### config.mk
export PLATFORM = sky130hd
export DESIGN_NAME = idiv_top
export DESIGN_NICKNAME = d
export VERILOG_FILES = /design/src/rtl/idiv_pkg.sv /design/src/rtl/idiv_issue.sv /design/src/rtl/div_core.sv /design/src/rtl/idiv_unit.sv /design/src/rtl/idiv_top.sv
export VERILOG_INCLUDE_DIRS = /design/src /design/src/rtl
export SDC_FILE = /design/constraint.sdc
export NUM_CORES = 1
export LEC_CHECK = 0
export BUFFER_PORTS_ARGS = -buffer_cell sky130_fd_sc_hd__buf_2
export CAP_MARGIN = 5
export CORE_ASPECT_RATIO = 0.7
export CORE_MARGIN = 10
export CORE_UTILIZATION = 42
export CTS_CLUSTER_SIZE = 16
export DETAILED_ROUTE_END_ITERATION = 12
export GPL_TIMING_DRIVEN = 1
export PLACE_DENSITY_LB_ADDON = 0.12
export RECOVER_POWER = 25
export SLEW_MARGIN = 20
export SYNTH_ARGS = -nofsm -noshare
export SYNTH_HDL_FRONTEND = slang
export SYNTH_SLANG_ARGS = --single-unit
### constraint.sdc
create_clock -name clk -period 7.55 [get_ports clk]
set_input_delay 0.3775 -clock clk [delete_from_list [all_inputs] [get_ports clk]]
set_output_delay 0.3775 -clock clk [all_outputs]
set_load 0.03 [all_outputs]
### src/rtl/idiv_defs.svh
// ====================
// Integer divide shared widths
// Data width, divider iteration count and the poison result
// ====================

`ifndef IDIV_DEFS_SVH
`define IDIV_DEFS_SVH

`default_nettype none

// Width of the dividend, the divisors and the result
`define IDIV_WID 32

// The restoring divider produces one quotient bit per iteration
`define IDIV_CYCLES `IDIV_WID

// Result returned for an opcode the unit does not implement
// The 16-bit pattern repeats to fill the data width
`define IDIV_POISON {(`IDIV_WID/16){16'hdead}}

`default_nettype wire

`endif

### src/rtl/idiv_pkg.sv
// ====================
// Integer divide types
// Opcode and fault cause encodings of the divide unit
// ====================

`default_nettype none

package idiv_pkg;

	// ====================
	// Opcodes
	// ====================

	// Bit 2 picks the remainder over the quotient
	// Bit 0 marks an unsigned operation
	// Codes 2, 3, 6 and 7 are left unimplemented and come back as a bad opcode
	typedef enum logic [2:0]
	{
		DIV_S = 3'd0,
		DIV_U = 3'd1,
		REM_S = 3'd4,
		REM_U = 3'd5
	} div_op_t;

	// ====================
	// Fault causes
	// ====================

	// Reported alongside every result
	// A bad opcode wins over a zero divisor when both apply
	typedef enum logic [1:0]
	{
		CAUSE_NONE  = 2'd0,
		CAUSE_DBZ   = 2'd1,
		CAUSE_BADOP = 2'd2
	} cause_t;

endpackage

`default_nettype wire

### src/rtl/idiv_issue.sv
// ====================
// Integer divide issue latch
// Captures a divide micro-operation on ld and holds it while busy
// ====================

`include "idiv_defs.svh"

`timescale 1ns/10ps
`default_nettype none

module idiv_issue #(
	parameter int WID = `IDIV_WID
) (
	input  logic               clk,
	input  logic               arst_n,
	input  logic               ld,
	input  idiv_pkg::div_op_t  op,
	input  logic               use_imm,
	input  logic [WID-1:0]     a,
	input  logic [WID-1:0]     b,
	input  logic [WID-1:0]     imm,
	input  logic               done,
	output logic               start,
	output logic               busy,
	output idiv_pkg::div_op_t  lat_op,
	output logic               lat_use_imm,
	output logic [WID-1:0]     lat_a,
	output logic [WID-1:0]     lat_b,
	output logic [WID-1:0]     lat_imm
);

	// A load only counts while the unit is idle, anything else is dropped
	logic accept;

	assign accept = ld && !busy;

	// Start follows the accepted load by one cycle and busy rises with it
	// Busy drops on the edge that samples done, so it is low the cycle after
	always_ff @(posedge clk or negedge arst_n)
	begin
		if (!arst_n)
		begin
			start <= 1'b0;
			busy  <= 1'b0;
		end
		else
		begin
			start <= accept;
			if (accept)
				busy <= 1'b1;
			else if (done)
				busy <= 1'b0;
		end
	end

	// Operation fields stay frozen for the whole divide
	// The unit decodes lat_op again when the core finishes
	always_ff @(posedge clk)
	begin
		if (accept)
		begin
			lat_op      <= op;
			lat_use_imm <= use_imm;
			lat_a       <= a;
			lat_b       <= b;
			lat_imm     <= imm;
		end
	end

endmodule

`default_nettype wire

### src/rtl/div_core.sv
// ====================
// Radix-2 restoring divider
// One quotient bit per cycle, sign fix-up and divide-by-zero results
// ====================

`include "idiv_defs.svh"

`timescale 1ns/10ps
`default_nettype none

module div_core #(
	parameter int WID = `IDIV_WID
) (
	input  logic           clk,
	input  logic           arst_n,
	input  logic           start,
	input  logic           sgn,
	input  logic [WID-1:0] a,
	input  logic [WID-1:0] b,
	output logic [WID-1:0] q,
	output logic [WID-1:0] r,
	output logic           dbz,
	output logic           core_done
);

	// The load edge runs the first step, RUN the remaining ones, FIX the signs
	typedef enum logic [1:0]
	{
		ST_IDLE,
		ST_RUN,
		ST_FIX
	} st_t;

	st_t                    st;
	logic [$clog2(WID)-1:0] cnt;
	// Partial remainder, shifting dividend/quotient and divisor magnitude
	logic [WID-1:0]         rem;
	logic [WID-1:0]         quo;
	logic [WID-1:0]         dvs;
	// Original dividend, returned as the remainder of a divide by zero
	logic [WID-1:0]         dvd;
	logic                   neg_q;
	logic                   neg_r;
	logic [WID-1:0]         mag_a;
	logic [WID-1:0]         mag_b;
	logic [2*WID-1:0]       first;
	logic [2*WID-1:0]       next;

	// ====================
	// One restoring step
	// ====================

	// Shift the next dividend bit into the remainder and try the subtract
	// A borrow out of the top bit means the divisor did not fit
	function automatic logic [2*WID-1:0] div_step(
		input logic [WID-1:0] rem_in,
		input logic [WID-1:0] quo_in,
		input logic [WID-1:0] dvs_in
	);
		logic [WID:0]   shifted;
		logic [WID:0]   diff;
		logic [WID-1:0] rem_out;
		logic           qbit;
		shifted = {rem_in, quo_in[WID-1]};
		diff    = shifted - {1'b0, dvs_in};
		if (diff[WID])
		begin
			rem_out = shifted[WID-1:0];
			qbit    = 1'b0;
		end
		else
		begin
			rem_out = diff[WID-1:0];
			qbit    = 1'b1;
		end
		return {rem_out, quo_in[WID-2:0], qbit};
	endfunction

	// Signed operands are divided as magnitudes
	// The most negative value maps onto itself, which is its correct magnitude
	assign mag_a = (sgn && a[WID-1]) ? -a : a;
	assign mag_b = (sgn && b[WID-1]) ? -b : b;

	assign first = div_step('0, mag_a, mag_b);
	assign next  = div_step(rem, quo, dvs);

	// ====================
	// Control
	// ====================

	always_ff @(posedge clk or negedge arst_n)
	begin
		if (!arst_n)
		begin
			st        <= ST_IDLE;
			cnt       <= '0;
			dbz       <= 1'b0;
			core_done <= 1'b0;
		end
		else
		begin
			core_done <= 1'b0;
			if (start)
			begin
				// First quotient bit is already taken on this edge
				st  <= ST_RUN;
				cnt <= 1;
				dbz <= (b == '0);
			end
			else
			begin
				case (st)
				ST_RUN:
					begin
						cnt <= cnt + 1'b1;
						// The last of the WID steps hands over to the fix-up
						if (cnt == ($clog2(WID))'(WID - 1))
							st <= ST_FIX;
					end
				ST_FIX:
					begin
						st        <= ST_IDLE;
						core_done <= 1'b1;
					end
				default:
					st <= ST_IDLE;
				endcase
			end
		end
	end

	// ====================
	// Datapath
	// ====================

	always_ff @(posedge clk)
	begin
		if (start)
		begin
			{rem, quo} <= first;
			dvs        <= mag_b;
			dvd        <= a;
			// Quotient is negative when the operand signs differ
			neg_q      <= sgn && (a[WID-1] ^ b[WID-1]);
			// Remainder follows the sign of the dividend
			neg_r      <= sgn && a[WID-1];
		end
		else if (st == ST_RUN)
		begin
			{rem, quo} <= next;
		end
		if (st == ST_FIX)
		begin
			// A zero divisor gives all ones and hands the dividend back
			if (dbz)
			begin
				q <= '1;
				r <= dvd;
			end
			else
			begin
				q <= neg_q ? -quo : quo;
				r <= neg_r ? -rem : rem;
			end
		end
	end

endmodule

`default_nettype wire

### src/rtl/idiv_unit.sv
// ====================
// Integer divide unit
// Picks the divisor, runs the core and returns result, cause and done
// ====================

`include "idiv_defs.svh"

`timescale 1ns/10ps
`default_nettype none

module idiv_unit #(
	parameter int WID = `IDIV_WID
) (
	input  logic              clk,
	input  logic              arst_n,
	input  logic              start,
	input  idiv_pkg::div_op_t op,
	input  logic              use_imm,
	input  logic [WID-1:0]    a,
	input  logic [WID-1:0]    b,
	input  logic [WID-1:0]    imm,
	output logic [WID-1:0]    o,
	output idiv_pkg::cause_t  cause,
	output logic              done
);

	logic [WID-1:0]   dvs;
	logic             sgn;
	logic [WID-1:0]   core_q;
	logic [WID-1:0]   core_r;
	logic             core_dbz;
	logic             core_done;
	logic [WID-1:0]   res;
	idiv_pkg::cause_t cause_nxt;

	// ====================
	// Operand setup
	// ====================

	// Immediate form replaces the register divisor
	assign dvs = use_imm ? imm : b;

	// Only the two signed opcodes divide as two's complement
	assign sgn = (op == idiv_pkg::DIV_S) || (op == idiv_pkg::REM_S);

	div_core #(
		.WID(WID)
	) div_core_i (
		.clk       (clk),
		.arst_n    (arst_n),
		.start     (start),
		.sgn       (sgn),
		.a         (a),
		.b         (dvs),
		.q         (core_q),
		.r         (core_r),
		.dbz       (core_dbz),
		.core_done (core_done)
	);

	// ====================
	// Result select
	// ====================

	// The opcode is still held by the issue latch when the core finishes
	// Unknown codes return poison whatever the divisor was
	always_comb
	begin
		res       = WID'(`IDIV_POISON);
		cause_nxt = idiv_pkg::CAUSE_BADOP;
		case (op)
		idiv_pkg::DIV_S, idiv_pkg::DIV_U:
			begin
				res       = core_q;
				cause_nxt = core_dbz ? idiv_pkg::CAUSE_DBZ : idiv_pkg::CAUSE_NONE;
			end
		idiv_pkg::REM_S, idiv_pkg::REM_U:
			begin
				res       = core_r;
				cause_nxt = core_dbz ? idiv_pkg::CAUSE_DBZ : idiv_pkg::CAUSE_NONE;
			end
		default:
			begin
				res       = WID'(`IDIV_POISON);
				cause_nxt = idiv_pkg::CAUSE_BADOP;
			end
		endcase
	end

	// Result and cause load once per divide and hold until the next one
	// Done is the core pulse delayed by one cycle
	always_ff @(posedge clk or negedge arst_n)
	begin
		if (!arst_n)
		begin
			o     <= '0;
			cause <= idiv_pkg::CAUSE_NONE;
			done  <= 1'b0;
		end
		else
		begin
			done <= core_done;
			if (core_done)
			begin
				o     <= res;
				cause <= cause_nxt;
			end
		end
	end

endmodule

`default_nettype wire

### src/rtl/idiv_top.sv
// ====================
// Integer divide top level
// Issue latch feeding the divide unit
// ====================

`include "idiv_defs.svh"

`timescale 1ns/10ps
`default_nettype none

module idiv_top (
	input  logic                  clk,
	input  logic                  arst_n,
	input  logic                  ld,
	input  idiv_pkg::div_op_t     op,
	input  logic                  use_imm,
	input  logic [`IDIV_WID-1:0]  a,
	input  logic [`IDIV_WID-1:0]  b,
	input  logic [`IDIV_WID-1:0]  imm,
	output logic [`IDIV_WID-1:0]  o,
	output idiv_pkg::cause_t      cause,
	output logic                  done,
	output logic                  busy
);

	// Latched operation as seen by the divide unit
	idiv_pkg::div_op_t    lat_op;
	logic                 lat_use_imm;
	logic [`IDIV_WID-1:0] lat_a;
	logic [`IDIV_WID-1:0] lat_b;
	logic [`IDIV_WID-1:0] lat_imm;
	logic                 start;

	idiv_issue #(
		.WID(`IDIV_WID)
	) idiv_issue_i (
		.clk         (clk),
		.arst_n      (arst_n),
		.ld          (ld),
		.op          (op),
		.use_imm     (use_imm),
		.a           (a),
		.b           (b),
		.imm         (imm),
		.done        (done),
		.start       (start),
		.busy        (busy),
		.lat_op      (lat_op),
		.lat_use_imm (lat_use_imm),
		.lat_a       (lat_a),
		.lat_b       (lat_b),
		.lat_imm     (lat_imm)
	);

	// Done also returns to the issue latch to end the busy period
	idiv_unit #(
		.WID(`IDIV_WID)
	) idiv_unit_i (
		.clk     (clk),
		.arst_n  (arst_n),
		.start   (start),
		.op      (lat_op),
		.use_imm (lat_use_imm),
		.a       (lat_a),
		.b       (lat_b),
		.imm     (lat_imm),
		.o       (o),
		.cause   (cause),
		.done    (done)
	);

endmodule

`default_nettype wire

; Yosys cells after proc, flatten, opt, wreduce, memory -nomap -nowiden
; Cells that the tools add are included.
[classes]
n_reduce_logical = 13
multipliers = 0
n_addsub = 7
n_mux = 26
n_lt_le_gt_ge = 0
div_mod_pow = 0
shift = 0
n_eq_ne = 7
n_bitwise = 1
[op_table]
columns = op, n
row1 = 2-to-1 mux 32 bit, 12
row2 = negation 32 bit, 4
row3 = case mux 32 bit (2 select lines), 1
row4 = subtractor 1 x 32 -> 33 bit, 1
row5 = subtractor 33 x 32 -> 33 bit, 1
row6 = zero test 32 bit, 1
row7 = 2-to-1 mux 5 bit, 2
row8 = 2-to-1 mux 2 bit, 4
row9 = 2-to-1 mux 1 bit, 7
row10 = "== test 3 bit, second input constant", 2
row11 = "adder 5 x 1 -> 5 bit, second input constant", 1
row12 = "== test 5 bit, second input constant", 1
row13 = logical AND 1 bit, 4
row14 = nonzero test 2 bit, 2
row15 = OR reduction 2 bit, 2
row16 = OR reduction 4 bit, 1
row17 = "== test 3 x 1 -> 1 bit, second input constant", 1
row18 = zero test 3 bit, 1
row19 = "!= test 3 bit, second input constant", 1
row20 = "== test 2 x 1 -> 1 bit, second input constant", 1
row21 = "== test 2 bit, second input constant", 1
row22 = zero test 1 bit, 1
row23 = logical OR 1 bit, 1
row24 = bitwise XOR 1 bit, 1
[word_totals]
n_memories = 0
ram_bits = 0
out_inout_bits = 36
ff_bits = 340
elab_cells = 76
in_bits = 103
latch_bits = 0
romBits = 0

; Longest topological paths before layout
[logic_depth]
depth_word = 7
ltp_mapped = 16

; By module
; Synthesis repeated with hierarchy kept, for this count alone.
[hier_totals]
hier_cells = 1542
area_unflattened_um2 = 17882.2
[by_module_without_submodules]
columns = mod, area_each_um2, n_inst, cells_per_inst
row1 = div_core, 12635.9, 1, 1252
row2 = idiv_issue, 3067.9, 1, 105
row3 = idiv_unit, 2178.3, 1, 185

; Least setup slack after synthesis
; OpenSTA, ideal clock, no wires.
[synth_path]
path_type = reg2reg
startpoint = register idiv_issue_i.busy
endpoint = register idiv_issue_i.start
arrival_time_ns = 4.962
stages_incl_launch_ff = 2
setup_ns = 0.588
required_time_ns = 6.962
setup_slack_ns = 2.000
n_path_buf = 0
period_less_slack_ns = 5.550
path_cell_list = dfrtp_1 > nor2b_1
[synth_via]
elab_chain_len = 2
[synth_lines]
columns = element, line_no
row1 = start: declaration, idiv_issue.sv:24  ; output logic busy,
row2 = start signal: assignment, idiv_issue.sv:44  ; busy <= 1'b0;
row3 = start signal: assignment, idiv_issue.sv:50  ; busy <= 1'b1;
row4 = start signal: assignment, idiv_issue.sv:52  ; busy <= 1'b0;
row5 = zero test 1 bit, idiv_issue.sv:35  ; assign accept = ld && !busy;
row6 = logical AND 1 bit, idiv_issue.sv:35
row7 = named net idiv_issue_i.accept, idiv_issue.sv:33  ; logic accept;
row8 = end signal: assignment, idiv_issue.sv:48  ; start <= accept;
row9 = end: declaration, idiv_issue.sv:23  ; output logic start,
; The timed path passes the listed nets, and every way through them passes these cells.
; A chain may end at the register's enable or synchronous reset.

; Final worst setup path
[layout_path]
startpoint = register idiv_issue_i.lat_use_imm
endpoint = register idiv_unit_i.div_core_i.rem[11] (data pin)
[layout_via]
elab_chain_len = 6
elab_cells_between_ends = 7
cone_classes = add/sub: 2 / mux: 4 / reduce/logical: 1
[layout_lines]
columns = element, line_no
row1 = start: declaration, idiv_issue.sv:26  ; output logic lat_use_imm,
row2 = start signal: assignment, idiv_issue.sv:63  ; lat_use_imm <= use_imm;
row3 = 2-to-1 mux 32 bit (*), idiv_unit.sv:41  ; assign dvs = use_imm ? imm : b;
row4 = negation 32 bit / logical AND 1 bit (equally long branches), div_core.sv:82  ; assign mag_b = (sgn && b[WID-1]) ? -b : b;
row5 = 2-to-1 mux 32 bit (*), div_core.sv:82
row6 = named net idiv_unit_i.div_core_i.mag_b[28], div_core.sv:45  ; logic [WID-1:0] mag_b;
row7 = subtractor 1 x 32 -> 33 bit (*), div_core.sv:65  ; diff = shifted - {1'b0, dvs_in};
row8 = 2-to-1 mux 32 bit (*), div_core.sv:66  ; if (diff[WID])
row9 = 2-to-1 mux 32 bit (*), div_core.sv:138  ; if (start)
row10 = end signal: assignment, div_core.sv:140  ; {rem, quo} <= first;
row11 = end signal: assignment, div_core.sv:150  ; {rem, quo} <= next;
row12 = end: declaration, div_core.sv:37  ; logic [WID-1:0] rem;
; The timed path passes the listed nets; every way through them passes the cells marked *.

==> results.yml <==
sta:
  max_freq_ghz: 0.1978
  slew_viol_final: 86
  relSlewSlack_pct: -84.64
  rsz0062_at_grt: "no"
  skew_ns: 0.01839
  setup_viol: 0
  period_minus_slack_ns: 5.056
  worst_pin_slew_ns: 2.770
  setup_tns_ns: 0
  finalHoldViolations: 0
  finalCritPeriodShare_pct: 66.96
final_layout:
  syn2layout_area_growth_pct: 15.29
  final_common_cell: "edfxtp_1"
  fillers: 3814
  final_nets: 1888
  final_cells: 2313
  regArea_um2: 9985
  mostFrequentLayoutCells: "294 x edfxtp_1, 161 x nand2_1, 133 x nor2_1, 132 x buf_2, 129 x a21oi_1"
  drive_above_1_share_pct: 13.07
  multi_input_area_um2: 7157
logic_synthesis:
  synth_edf_count: 294
  synth_seq_cells: 340
  yosys_warnings: 0
  syn_area_per_cell_um2: 11.14
  synth_nets: 1728
  netlist_instances: 1584
  syn_area_um2: 17650
  postSynth.asyncResetShare_pct: 13.53
  ys_seq_area_share_pct: 56.56
  synthDistinctLibCells: 76
  synth_ff_type: "edfxtp_1"
clocking:
  clock_latency_ns: 0.54
  clk_path_buf_depth: 3
  cts_buffers: 36
  clkTransAtPathRegs_ns: 0.06
  clkSinkCount: 340
  htree_levels: 2
  cts_tree: "done"
  clock-root-buffer: "clkbuf_16"
power_and_ir_drop:
  power.density_nw_per_um2: 332.0
  totalPowerFinal_w: 0.006755
  p_leak_nw: 7.798
  ir_drop_mv: 0.1649
placement:
  place.gp.congestion: 0.8818
  hpwl_mm: 35.88
  dp.cells: 2215
  numPortBuffers: 138
routing:
  drtIter0Drc: 1229
  wl_met1_mm: 25.26
  ant_nets: 0
  totalWireLength_mm: 49.47
  vias: 12856
  route.met3.wl_mm: 4.199
  drt-wirelength-per-cell_um: 21.39
  drtPass1Iterations: 8
  routed-wl-met2_mm: 19.23
  routed_via_density: 5.558
  route.top_layer_used: "met4"
  drcViolationCount: 0
global_route:
  grt-ovfl-total: 0
  grt_max_degree: 97
  grt_pass1_wl_mm: 75.66
  grt_pass1_vias: 12268
  antenna_found_initial: 0
  grt.total_usage_pct: 19.30
run:
  maxCapViolations: 2
floorplanning:
  pin_count: 139
  start_util_pct: 42.76
  die_h_um: 191.5
  dieWidth_um: 265.0
  core.rowCount: 62
  die_area_um2: 50740
  core_um2: 41270
worst_hold_path:
  hold_class: "in -> reg"
  hold-path-cell-count: 1
critical_path:
  worst_ep_required_time_ns: 7.79
  cp-start-kind: "register"
  crit_type: "reg -> reg"
  r2r_cells: 12
  critPathMaxFanout: 81
  cp.arrival_ns: 5.30
  worstSetupEndpointType: "register"
status:
  failed_checks: "capacitance limit, slew limit"
  status: "finished, violations left"
## metrics by stage
step	hold slack, ns	util, %	area (um^2)	worst slack, ns
final	0.01565	49.30	20340	2.494
after CTS	0.000004607	49.33	20360	2.510
after floorplan	0.08191	-	17650	2.000
after global routing	0.002433	49.29	20340	1.979
after global placement	0.4298	45.79	18900	2.706
after detailed placement	0.4436	45.79	18900	2.535
## state kept, by name, indices dropped and copies added (netlist names), 32 cells and up
signal and count:
idiv_issue_i.lat_a 32, idiv_unit_i.div_core_i.rem 32, idiv_unit_i.o 32, idiv_unit_i.div_core_i.q 32
idiv_unit_i.div_core_i.dvs 32, idiv_unit_i.div_core_i.r 32, idiv_issue_i.lat_b 32, idiv_unit_i.div_core_i.dvd 32
idiv_unit_i.div_core_i.quo 32, idiv_issue_i.lat_imm 32
## cells in the mapped netlist (13+ instances only)
cell type,n,area [um^2]
a21o_1,16,120.1
a21oi_1,129,645.6
a31oi_1,24,150.1
and3_1,13,81.33
clkbuf_1,51,191.4
dfrtp_1,46,1151
edfxtp_1,294,8828
ha_1,40,500.5
inv_1,69,259.0
mux2i_1,69,690.7
nand2_1,162,608.1
nand3_1,23,115.1
nor2_1,133,499.2
nor2b_1,13,81.33
nor3_1,38,190.2
o21ai_0,85,425.4
o22ai_1,16,100.1
o31ai_1,21,157.7
o41ai_1,14,122.6
or4_1,15,112.6
xnor2_1,73,639.4
xor2_1,69,604.3
## layout make-up
cell class,instances,share of cell area (%)
Sequential cell,340,49.08
Multi-Input combinational cell,1107,35.18
Timing Repair Buffer,189,5.633
Clock buffer,42,4.539
Tap cell,544,3.346
Inverter,70,1.292
Clock inverter,20,0.9225
Antenna cell,1,0.01230
## final timing paths
| check | from | end | slack (ns) |
|---|---|---|---|
| setup reg to reg | idiv_issue_i.lat_use_imm | idiv_unit_i.div_core_i.rem[11] | 2.49 |
| hold / removal | b[23] | idiv_issue_i.lat_b[23] | 0.02 |
| setup / recovery | idiv_issue_i.lat_use_imm | idiv_unit_i.div_core_i.rem[11] | 2.49 |
| min in group asynchronous | arst_n | idiv_unit_i.div_core_i.cnt[4] | 1.36 |
| max in group asynchronous | arst_n | idiv_issue_i.start | 4.26 |
| hold reg to reg | idiv_unit_i.done | idiv_issue_i.busy | 0.45 |
## metal layers
metal / global-route usage (%) / vias up
met3: 4.506 / 58
met2: 25.39 / 437
met1: 30.95 / 6200
li1: - / 6161
met4: 3.814 / 0
met5: 0 / -
## power breakdown
group | internal, W | switching [W]
clock | 0.000980 | 0.000753
sequential | 0.00252 | 0.000395
combinational | 0.000813 | 0.00130
## critical path, stage by stage (launching register included)
cell and delay, ns:
edfxtp_1 0.32, buf_4 0.70, mux2i_1 0.37, ha_1 0.31, or4bb_1 0.50, a222oi_1 0.76, and3_1 0.33, nand2_1 0.11
o41ai_4 0.25, xor2_2 0.23, nor3_1 0.10, a31oi_2 0.63, a31oi_1 0.09
## what timing repair did
item,in CTS,in global routing
setup buffers,0,0
hold buffers,35,0
resized for setup,0,0
endpoints found under the setup margin,0,0
hold endpoints to repair,80,0
## cell families (layout without fill, tap and decap cells)
| logic type | after synthesis | after routing | synth area share [%] |
|---|---|---|---|
| simple gates | 480 | 480 | 13.05 |
| compound gates | 362 | 362 | 12.61 |
| flops | 340 | 340 | 56.56 |
| xor+xnor | 143 | 143 | 7.140 |
| buf+inv | 137 | 321 | 3.013 |
| mux | 81 | 81 | 4.680 |
| fa+ha+maj | 41 | 41 | 2.950 |
| other cells | 0 | 1 | 0 |
No activity file was read; power rests on OpenSTA's default activity.
